<file path="src/hdl/kotku_pkg.sv">
/* Kotku bus fabric shared definitions
   Bus widths, I/O map, reset hold length and the decoded bus address */
package kotku_pkg;

  localparam int DATA_W   = 16;
  localparam int ADDR_W   = 20;  // I/O tag + word address 19..1
  localparam int SEL_W    = 2;
  localparam int NUM_IRQ  = 8;
  localparam int IID_W    = 3;
  localparam int RST_HOLD = 32;  // Cycles of reset after release

  // I/O ports are byte addresses, masks keep the compared bits
  localparam logic [15:0] GPIO_PORT  = 16'hF100;
  localparam logic [15:0] GPIO_MASK  = 16'hFFFC;  // 0xF100 - 0xF103
  localparam logic [15:0] TIMER_PORT = 16'h0040;
  localparam logic [15:0] TIMER_MASK = 16'hFFFC;  // 0x40 - 0x43

  // Words returned on acknowledge cycles
  localparam int                IRQ_VEC_BASE = 8;
  localparam logic [DATA_W-1:0] NMI_VEC      = 16'h0002;

  // Tag and word address, seen as memory or as an I/O port
  typedef union packed {
    struct packed {
      logic              tag;   // 0 for memory
      logic [ADDR_W-2:0] word;  // Address bits 19..1
    } mem;
    struct packed {
      logic               tag;    // 1 for I/O
      logic [ADDR_W-17:0] spare;
      logic [14:0]        port;   // Port bits 15..1
    } io;
  } bus_addr_u;

endpackage
</file>
<file path="src/hdl/kotku_fabric.sv">
/* Kotku CPU side bus fabric
   Decoder, GPIO, timer, interrupt controller and reset stretcher */
`timescale 1ns/1ns

module kotku_fabric (
  input  logic                          clk,
  input  logic                          rst_lck,
  input  logic [kotku_pkg::DATA_W-1:0]  m_dat_i,
  input  logic [kotku_pkg::ADDR_W-1:1]  m_adr_i,
  input  logic                          m_tga_i,
  input  logic [kotku_pkg::SEL_W-1:0]   m_sel_i,
  input  logic                          m_we_i,
  input  logic                          m_cyc_i,
  input  logic                          m_stb_i,
  output logic [kotku_pkg::DATA_W-1:0]  m_dat_o,
  output logic                          m_ack_o,
  input  logic                          inta_i,
  input  logic                          nmia_i,
  output logic [kotku_pkg::ADDR_W-1:1]  ram_adr_o,
  output logic [kotku_pkg::DATA_W-1:0]  ram_dat_o,
  output logic [kotku_pkg::SEL_W-1:0]   ram_sel_o,
  output logic                          ram_we_o,
  output logic                          ram_stb_o,
  input  logic [kotku_pkg::DATA_W-1:0]  ram_dat_i,
  input  logic                          ram_ack_i,
  input  logic [7:0]                    sw_i,
  input  logic                          key_i,
  input  logic [kotku_pkg::NUM_IRQ-1:1] irq_ext_i,
  output logic [kotku_pkg::DATA_W-1:0]  leds_o,
  output logic                          intr_o,
  output logic                          nmi_o
);
  import kotku_pkg::*;

  logic              rst;
  logic [DATA_W-1:0] s_dat;
  logic              s_adr;
  logic [SEL_W-1:0]  s_sel;
  logic              s_we;
  logic              gpio_stb;
  logic              timer_stb;
  logic [DATA_W-1:0] gpio_dat;
  logic [DATA_W-1:0] timer_dat;
  logic              gpio_ack;
  logic              timer_ack;
  logic              timer_irq;
  logic [IID_W-1:0]  iid;

  // Base RAM shares the slave write side
  assign ram_dat_o = s_dat;
  assign ram_sel_o = s_sel;
  assign ram_we_o  = s_we;

  reset_debounce u_rst (
    .clk     (clk),
    .rst_lck (rst_lck),
    .rst_o   (rst)
  );

  bus_switch u_switch (
    .clk         (clk),
    .rst_i       (rst),
    .m_dat_i     (m_dat_i),
    .m_adr_i     (m_adr_i),
    .m_tga_i     (m_tga_i),
    .m_sel_i     (m_sel_i),
    .m_we_i      (m_we_i),
    .m_cyc_i     (m_cyc_i),
    .m_stb_i     (m_stb_i),
    .m_dat_o     (m_dat_o),
    .m_ack_o     (m_ack_o),
    .inta_i      (inta_i),
    .nmia_i      (nmia_i),
    .iid_i       (iid),
    .s_dat_o     (s_dat),
    .s_adr_o     (s_adr),
    .s_sel_o     (s_sel),
    .s_we_o      (s_we),
    .gpio_stb_o  (gpio_stb),
    .timer_stb_o (timer_stb),
    .ram_stb_o   (ram_stb_o),
    .gpio_dat_i  (gpio_dat),
    .timer_dat_i (timer_dat),
    .ram_dat_i   (ram_dat_i),
    .gpio_ack_i  (gpio_ack),
    .timer_ack_i (timer_ack),
    .ram_ack_i   (ram_ack_i),
    .ram_adr_o   (ram_adr_o)
  );

  gpio_regs u_gpio (
    .clk    (clk),
    .rst_i  (rst),
    .stb_i  (gpio_stb),
    .we_i   (s_we),
    .adr_i  (s_adr),
    .sel_i  (s_sel),
    .dat_i  (s_dat),
    .sw_i   (sw_i),
    .key_i  (key_i),
    .nmia_i (nmia_i),
    .dat_o  (gpio_dat),
    .ack_o  (gpio_ack),
    .leds_o (leds_o),
    .nmi_o  (nmi_o)
  );

  interval_timer u_timer (
    .clk   (clk),
    .rst_i (rst),
    .stb_i (timer_stb),
    .we_i  (s_we),
    .adr_i (s_adr),
    .sel_i (s_sel),
    .dat_i (s_dat),
    .dat_o (timer_dat),
    .ack_o (timer_ack),
    .irq_o (timer_irq)
  );

  simple_pic u_pic (
    .clk    (clk),
    .rst_i  (rst),
    .irq_i  ({irq_ext_i, timer_irq}),  // Timer on line 0
    .inta_i (inta_i),
    .intr_o (intr_o),
    .iid_o  (iid)
  );

endmodule

</file>
<file path="src/hdl/interval_timer.sv">
/* Interval timer
   Reloadable down counter that pulses an interrupt when it wraps */
`timescale 1ns/1ns

module interval_timer (
  input  logic                         clk,
  input  logic                         rst_i,
  input  logic                         stb_i,
  input  logic                         we_i,
  input  logic                         adr_i,
  input  logic [kotku_pkg::SEL_W-1:0]  sel_i,
  input  logic [kotku_pkg::DATA_W-1:0] dat_i,
  output logic [kotku_pkg::DATA_W-1:0] dat_o,
  output logic                         ack_o,
  output logic                         irq_o
);
  import kotku_pkg::*;

  logic              access;
  logic              wr_reload;
  logic              enable;
  logic [DATA_W-1:0] reload;
  logic [DATA_W-1:0] reload_wr;
  logic [DATA_W-1:0] count;

  assign access    = stb_i & ~ack_o;
  assign wr_reload = access & we_i & ~adr_i;

  // Byte merge for reload writes
  always_comb begin
    reload_wr = reload;
    for (int i = 0; i < SEL_W; i++) begin
      if (sel_i[i]) reload_wr[8*i +: 8] = dat_i[8*i +: 8];
    end
  end

  always_ff @(posedge clk) begin
    if (rst_i) begin
      ack_o  <= 1'b0;
      irq_o  <= 1'b0;
      enable <= 1'b0;
      reload <= '0;
      count  <= '0;
    end else begin
      ack_o <= access;
      irq_o <= 1'b0;
      if (access && we_i && adr_i && sel_i[0]) enable <= dat_i[0];
      if (wr_reload) begin
        reload <= reload_wr;
        count  <= reload_wr;  // Restart from the new value
      end else if (enable) begin
        if (count == '0) begin
          count <= reload;
          irq_o <= 1'b1;
        end else begin
          count <= count - 1'b1;
        end
      end
    end
  end

  always_ff @(posedge clk) begin
    if (access) dat_o <= adr_i ? {{(DATA_W-1){1'b0}}, enable} : count;
  end

endmodule

</file>
<file path="src/hdl/simple_pic.sv">
/* Eight line priority interrupt controller
   Edge triggered, lowest line wins, cleared on interrupt acknowledge */
`timescale 1ns/1ns

module simple_pic (
  input  logic                          clk,
  input  logic                          rst_i,
  input  logic [kotku_pkg::NUM_IRQ-1:0] irq_i,
  input  logic                          inta_i,
  output logic                          intr_o,
  output logic [kotku_pkg::IID_W-1:0]   iid_o
);
  import kotku_pkg::*;

  logic [NUM_IRQ-1:0] irq_q;
  logic [NUM_IRQ-1:0] pending;
  logic [NUM_IRQ-1:0] clr_mask;
  logic [NUM_IRQ-1:0] kept;
  logic               inta_q;
  logic               inta_rise;

  // Lowest numbered set bit
  function automatic logic [IID_W-1:0] lowest(input logic [NUM_IRQ-1:0] bits);
    logic [IID_W-1:0] idx;
    idx = '0;
    for (int i = NUM_IRQ - 1; i >= 0; i--) begin
      if (bits[i]) idx = IID_W'(i);
    end
    return idx;
  endfunction

  assign inta_rise = inta_i & ~inta_q;
  assign clr_mask  = inta_rise ? (NUM_IRQ'(1) << iid_o) : '0;
  assign kept      = pending & ~clr_mask;  // Pending minus the acked line

  always_ff @(posedge clk) begin
    if (rst_i) begin
      irq_q   <= '0;
      inta_q  <= 1'b0;
      pending <= '0;
      intr_o  <= 1'b0;
      iid_o   <= '0;
    end else begin
      irq_q   <= irq_i;
      inta_q  <= inta_i;
      pending <= kept | (irq_i & ~irq_q);  // New edges win over a clear
      intr_o  <= |kept;
      if (!inta_i) iid_o <= lowest(pending);  // Held through the ack
    end
  end

  // intr_o lags pending, so a stale request would show up here
  a_intr_has_pending: assert property (@(posedge clk) disable iff (rst_i)
    intr_o |-> (pending != '0));

endmodule

</file>
<file path="src/hdl/gpio_regs.sv">
/* Switch and LED registers with pushbutton NMI
   Register 0 reads the switches, register 1 holds the LEDs */
`timescale 1ns/1ns

module gpio_regs (
  input  logic                         clk,
  input  logic                         rst_i,
  input  logic                         stb_i,
  input  logic                         we_i,
  input  logic                         adr_i,
  input  logic [kotku_pkg::SEL_W-1:0]  sel_i,
  input  logic [kotku_pkg::DATA_W-1:0] dat_i,
  input  logic [7:0]                   sw_i,
  input  logic                         key_i,
  input  logic                         nmia_i,
  output logic [kotku_pkg::DATA_W-1:0] dat_o,
  output logic                         ack_o,
  output logic [kotku_pkg::DATA_W-1:0] leds_o,
  output logic                         nmi_o
);
  import kotku_pkg::*;

  logic       access;
  logic [2:0] key_q;  // Two sync stages, then edge history
  logic       key_fall;

  assign access   = stb_i & ~ack_o;  // First cycle of a strobe
  assign key_fall = key_q[2] & ~key_q[1];

  always_ff @(posedge clk) begin
    if (rst_i) begin
      ack_o  <= 1'b0;
      leds_o <= '0;
    end else begin
      ack_o <= access;
      if (access && we_i && adr_i) begin
        for (int i = 0; i < SEL_W; i++) begin
          if (sel_i[i]) leds_o[8*i +: 8] <= dat_i[8*i +: 8];
        end
      end
    end
  end

  // Read data is valid with ack
  always_ff @(posedge clk) begin
    if (access) dat_o <= adr_i ? leds_o : {{(DATA_W-8){1'b0}}, sw_i};
  end

  always_ff @(posedge clk) begin
    if (rst_i) begin
      key_q <= '1;  // Pushbutton idles high
      nmi_o <= 1'b0;
    end else begin
      key_q <= {key_q[1:0], key_i};
      if (key_fall) begin
        nmi_o <= 1'b1;
      end else if (nmia_i) begin
        nmi_o <= 1'b0;
      end
    end
  end

endmodule

</file>
<file path="src/hdl/bus_switch.sv">
/* CPU bus address decoder
   Routes strobes to GPIO, timer, base RAM or the default responder,
   and returns ack and read data, with vector words on acknowledge cycles */
`timescale 1ns/1ns

module bus_switch (
  input  logic                          clk,
  input  logic                          rst_i,
  input  logic [kotku_pkg::DATA_W-1:0]  m_dat_i,
  input  logic [kotku_pkg::ADDR_W-1:1]  m_adr_i,
  input  logic                          m_tga_i,
  input  logic [kotku_pkg::SEL_W-1:0]   m_sel_i,
  input  logic                          m_we_i,
  input  logic                          m_cyc_i,
  input  logic                          m_stb_i,
  output logic [kotku_pkg::DATA_W-1:0]  m_dat_o,
  output logic                          m_ack_o,
  input  logic                          inta_i,
  input  logic                          nmia_i,
  input  logic [kotku_pkg::IID_W-1:0]   iid_i,
  output logic [kotku_pkg::DATA_W-1:0]  s_dat_o,
  output logic                          s_adr_o,
  output logic [kotku_pkg::SEL_W-1:0]   s_sel_o,
  output logic                          s_we_o,
  output logic                          gpio_stb_o,
  output logic                          timer_stb_o,
  output logic                          ram_stb_o,
  input  logic [kotku_pkg::DATA_W-1:0]  gpio_dat_i,
  input  logic [kotku_pkg::DATA_W-1:0]  timer_dat_i,
  input  logic [kotku_pkg::DATA_W-1:0]  ram_dat_i,
  input  logic                          gpio_ack_i,
  input  logic                          timer_ack_i,
  input  logic                          ram_ack_i,
  output logic [kotku_pkg::ADDR_W-1:1]  ram_adr_o
);
  import kotku_pkg::*;

  bus_addr_u         addr;
  logic              cyc_stb;
  logic              gpio_hit;
  logic              timer_hit;
  logic              ram_hit;
  logic              def_stb;
  logic [DATA_W-1:0] bus_dat;
  logic [DATA_W-1:0] vec_dat;

  assign addr    = {m_tga_i, m_adr_i};
  assign cyc_stb = m_cyc_i & m_stb_i;

  // First match wins: GPIO, timer, any memory address, default
  assign gpio_hit  = addr.io.tag && ((addr.io.port & GPIO_MASK[15:1]) == GPIO_PORT[15:1]);
  assign timer_hit = addr.io.tag && !gpio_hit
                     && ((addr.io.port & TIMER_MASK[15:1]) == TIMER_PORT[15:1]);
  assign ram_hit   = !addr.mem.tag;

  assign gpio_stb_o  = cyc_stb & gpio_hit;
  assign timer_stb_o = cyc_stb & timer_hit;
  assign ram_stb_o   = cyc_stb & ram_hit;
  assign def_stb     = cyc_stb & !(gpio_hit | timer_hit | ram_hit);

  // Shared slave side
  assign s_dat_o   = m_dat_i;
  assign s_adr_o   = m_adr_i[1];  // Register select
  assign s_sel_o   = m_sel_i;
  assign s_we_o    = m_we_i;
  assign ram_adr_o = addr.mem.word;

  // Unmapped cycles end at once
  assign m_ack_o = (gpio_stb_o & gpio_ack_i)
                 | (timer_stb_o & timer_ack_i)
                 | (ram_stb_o & ram_ack_i)
                 | def_stb;

  always_comb begin
    if (gpio_hit) begin
      bus_dat = gpio_dat_i;
    end else if (timer_hit) begin
      bus_dat = timer_dat_i;
    end else if (ram_hit) begin
      bus_dat = ram_dat_i;
    end else begin
      bus_dat = '0;  // Default responder reads zero
    end
  end

  assign vec_dat = DATA_W'(IRQ_VEC_BASE) + DATA_W'(iid_i);
  assign m_dat_o = nmia_i ? NMI_VEC : (inta_i ? vec_dat : bus_dat);  // NMI first

  a_one_target: assert property (@(posedge clk) disable iff (rst_i)
    $onehot0({gpio_stb_o, timer_stb_o, ram_stb_o, def_stb}));

endmodule

</file>
<file path="src/hdl/reset_debounce.sv">
/* Reset stretcher
   Keeps the fabric in reset for a fixed number of cycles after release */
`timescale 1ns/1ns

module reset_debounce (
  input  logic clk,
  input  logic rst_lck,
  output logic rst_o
);
  import kotku_pkg::*;

  localparam int CNT_W = $clog2(RST_HOLD + 1);

  logic [CNT_W-1:0] hold_cnt;

  always_ff @(posedge clk) begin
    if (!rst_lck) begin
      hold_cnt <= CNT_W'(RST_HOLD);
    end else if (hold_cnt != '0) begin
      hold_cnt <= hold_cnt - 1'b1;
    end
  end

  assign rst_o = (hold_cnt != '0);  // Released once drained

  // Reset drops only with rst_lck high, and high for the full hold time
  a_hold_in_reset: assert property (@(posedge clk)
    $fell(rst_o) |-> rst_lck && $past(rst_lck, RST_HOLD));

endmodule

</file>
<file path="config.mk">
export PLATFORM = sky130hd
export DESIGN_NAME = kotku_fabric
export DESIGN_NICKNAME = d
export VERILOG_FILES = /design/src/hdl/kotku_pkg.sv /design/src/hdl/kotku_fabric.sv /design/src/hdl/interval_timer.sv /design/src/hdl/simple_pic.sv /design/src/hdl/gpio_regs.sv /design/src/hdl/bus_switch.sv /design/src/hdl/reset_debounce.sv
export SDC_FILE = /design/constraint.sdc
export NUM_CORES = 1
export LEC_CHECK = 0
export ABC_AREA = 1
export BUFFER_PORTS_ARGS = -buffer_cell sky130_fd_sc_hd__clkbuf_2
export CAP_MARGIN = 20
export CORE_MARGIN = 4
export CORE_UTILIZATION = 56
export CTS_BUF_LIST = sky130_fd_sc_hd__clkbuf_8
export CTS_CLUSTER_SIZE = 20
export DETAILED_ROUTE_END_ITERATION = 12
export MAX_ROUTING_LAYER = met4
export PLACE_DENSITY = 0.83
export SLEW_MARGIN = 20
export SYNTH_ARGS = -nofsm -noshare
export SYNTH_HDL_FRONTEND = slang
export SYNTH_SLANG_ARGS = --single-unit
</file>
<file path="constraint.sdc">
create_clock -name clk -period 2.5 [get_ports clk]
set_input_delay 0.5 -clock clk [delete_from_list [all_inputs] [get_ports clk]]
set_output_delay 0.5 -clock clk [all_outputs]
set_load 0.02 [all_outputs]
</file>
==> metrics <==
Via density=roughly 5; GR Overflow Total=0; clock latency on the worst-skew pair=0.44 ns; via count=roughly 6k; area of the multi-input gates=~2700 um2; Setup WS post-layout=between 0.1 and 0.15 ns; HPWL Detailed=12800 um; layout cells sized above 1=a little under a quarter; drt wl/cell=roughly 15 um; Power Dens Cells=616 nW/um2; Worst Reg-to-Reg Cells=11; synthesized area per cell=7.09 um2; Logic pwr share=13.7%; fin crit share=95.3%; area leader, netlist=dfxtp_1; synth warn=0; hold path start=key_i; CP required=about 2.0 ns; FF-to-FF End=u_timer.count[5]; Hold Buf Count CTS=0; DR iter-0 viols=560; vias in the first global route=roughly 5.5k; Num CTS Buffers=17; htree depth=4; Routed WL=between 15000 and 20000 um; Seq pwr share=roughly 45%; Worst Hold Depth=2; synth-to-layout area growth=18.5%; Psw=between 1 and 1.5 mW; P_int=~3.3 mW; top post-synthesis cells by area=dfxtp_1 (27%), edfxtp_1 (16%), nand2_1 (12%); crit-path max FO=4; synthesized area=approximately 6200 um2; # rows=38; Worst-path clk slew=around 0.060 ns; Peak Freq=420 MHz; fin crit period=around 2.4 ns; Worst Hold Class=in2reg; switching fraction of total power=between 20 and 30%; Fin. Hold Viols=0; placer congestion estimate=roughly 0.97; pin count of the biggest net entering global routing=just over 40; worst slack, placed=0.119 ns; IO Pins=152; hold endpoint=u_gpio.key_q[0]; post-synth top area share=roughly 27%; launch point of the worst path=m_adr_i[5]; final setup vio count=0; initial antenna violation count=0; layout filler cell count=between 900 and 1k; Die ar.=approximately 13000 um2; CTS Buffer Depth=2; Slew @ Worst Pin=around 0.45 ns; Die W=between 100 and 150 um; status=finished clean; Clk pwr share=between 40% and 50%; register area share after synthesis=a little over two fifths; Rel. slew slack=~70%; CTS sink count=~120; Initial Util=between 50% and 60%; GRT Util Overall=a little over a quarter; register area=approximately 2600 um2; detailed-router iteration count before antenna repair=5; DRC=0; Die Y=around 110 um; Clock Skews=0.0115 ns; Core Box Area=between 10000 and 15000 um2; Max Cap Violations=0; Synth Net Count=around 950; CP arrival=approximately 1.9 ns; worst vdd ir=0.377 mV; Leak=between 3 and 4 nW; fin util=67.7%; nets=roughly 1.1k; n_diodes=0; CTS tree=built; Reg2Reg Launch Point=u_timer.count[1]; fin. max-slew vios=0; CTS Root Cell=clkbuf_8; startpoint types=primary input; FF-to-FF setup slack=about 0.50 ns; global-route wire length before repair=about 27000 um; CP Class=in2out; Synth Instances=870; PortBufs=roughly 140; Worst Setup End Kind=output port; Final ANT Viol Nets=0; Synth Register Bits=around 120; Yosys cell types=40
-- cell type report --
type                            instances  area share (%)
Multi-Input combinational cell        576            37.2
Sequential cell                       115            35.9
Timing Repair Buffer                  166            12.8
Inverter                              112            5.75
Clock buffer                           20            3.77
Tap cell                              140            2.40
Clock inverter                         12            2.11
-- placed cells by master (no fill, tap or decap), types with 3 or more instances in the layout --
cell type	instances
inv_2	4
or2_2	6
bufinv_16	3
buf_2	3
a22oi_1	16
nand4_1	12
dfxtp_1	83
nor3_1	4
buf_4	31
inv_1	100
ha_1	4
o21ai_0	26
a21oi_2	5
a21oi_1	53
clkinvlp_4	3
nor4_1	3
xor2_1	7
clkinv_1	9
edfxtp_1	32
nor2_2	7
o21ai_1	13
nand2_1	203
nand2_2	5
clkbuf_8	20
nand3_1	28
nor2_1	162
clkbuf_2	130
-- worst max-delay path by stage --
stage	cells after the start	slack, ns	end
floorplan	8	0.11	m_dat_o[3]
global route	12	-0.006	m_dat_o[0]
detailed placement	12	0.12	m_dat_o[1]
finish	10	0.12	m_ack_o
CTS	12	0.09	m_dat_o[13]
global placement	10	0.12	m_dat_o[13]
-- cell families (layout without fill, tap and decap cells) --
kind of cell,after synthesis,after routing,share of synthesized area (%)
adders and majority gates,4,4,0.812
xor gates and xnor gates,9,9,1.28
muxes,2,2,0.365
AOI/OAI and AO/OA,119,119,10.5
and+or+nand+nor,442,442,30.6
buffers and inverters,179,310,13.8
DFF,115,115,42.5
-- worst max-delay path: stages --
cell and delay, ns:
clkbuf_2 0.09, nor2_2 0.10, nand2_1 0.09, nor2_4 0.17, nand4_4 0.10, buf_4 0.19, nor2_8 0.13, nand2_1 0.10
o211ai_1 0.17, clkbuf_2 0.23
-- metal layers --
metal	GRT usage, %	wire length [um]
met2	43.9	7960
met5	-	0
met3	5.72	1250
met1	34.5	7350
met4	9.54	341
-- cells in the mapped netlist (all sizes together) --
| library cell | n |
|---|---|
| nand4 | 13 |
| clkbuf | 17 |
| mux2 | 2 |
| xnor2 | 2 |
| xor2 | 7 |
| edfxtp | 32 |
| a21boi | 1 |
| clkinv | 9 |
| o21ai | 39 |
| nor3 | 8 |
| nand3 | 31 |
| buf | 50 |
| nand2 | 209 |
| nor4 | 3 |
| a41oi | 1 |
| a31oi | 2 |
| dfxtp | 83 |
| a21oi | 58 |
| o211ai | 1 |
| inv | 103 |
| ha | 4 |
| a22oi | 16 |
| nor2 | 172 |
| or2 | 6 |
| o31ai | 1 |
-- state kept, by name (all words and copies together) (netlist names), 3 cells and up --
register and count:
u_pic.iid_o 3, u_timer.reload 16, u_gpio.key_q 3, u_rst.hold_cnt 6
u_gpio.leds_o 16, u_pic.irq_q 8, u_timer.count 16, u_timer.dat_o 16
u_gpio.dat_o 16, u_pic.pending 8
-- metrics by stage --
| stage | hold WS (ns) | total power, mW | cell area (um2) | std cells | setup TNS (ns) |
|---|---|---|---|---|---|
| after global placement | 0.394 | 2.66 | 6830 | 1109 | 0 |
| after CTS | 0.229 | 4.52 | 7260 | 1141 | 0 |
| after detailed placement | 0.398 | 2.68 | 6830 | 1109 | 0 |
| final | 0.250 | 4.50 | 7310 | 1141 | 0 |
| after floorplan | 0.393 | 2.50 | 6170 | 870 | 0 |
| after global routing | 0.243 | 4.71 | 7310 | 1141 | -0.00621 |
-- power by group through the flow --
stage               clock network (mW)  logic, mW  registers (mW)
floorplan                            0      0.447            2.05
global placement                     0      0.602            2.06
detailed placement                   0      0.614            2.06
CTS                               1.88      0.616            2.02
global route                      1.98      0.690            2.03
finish                            1.86      0.617            2.02
-- timing repair --
item / in CTS / in global routing
endpoints found under the setup margin: 0 / 14
resized for setup: 0 / 34
setup buffers: 0 / 0
Note: power is estimated with default switching activity, not from simulation.
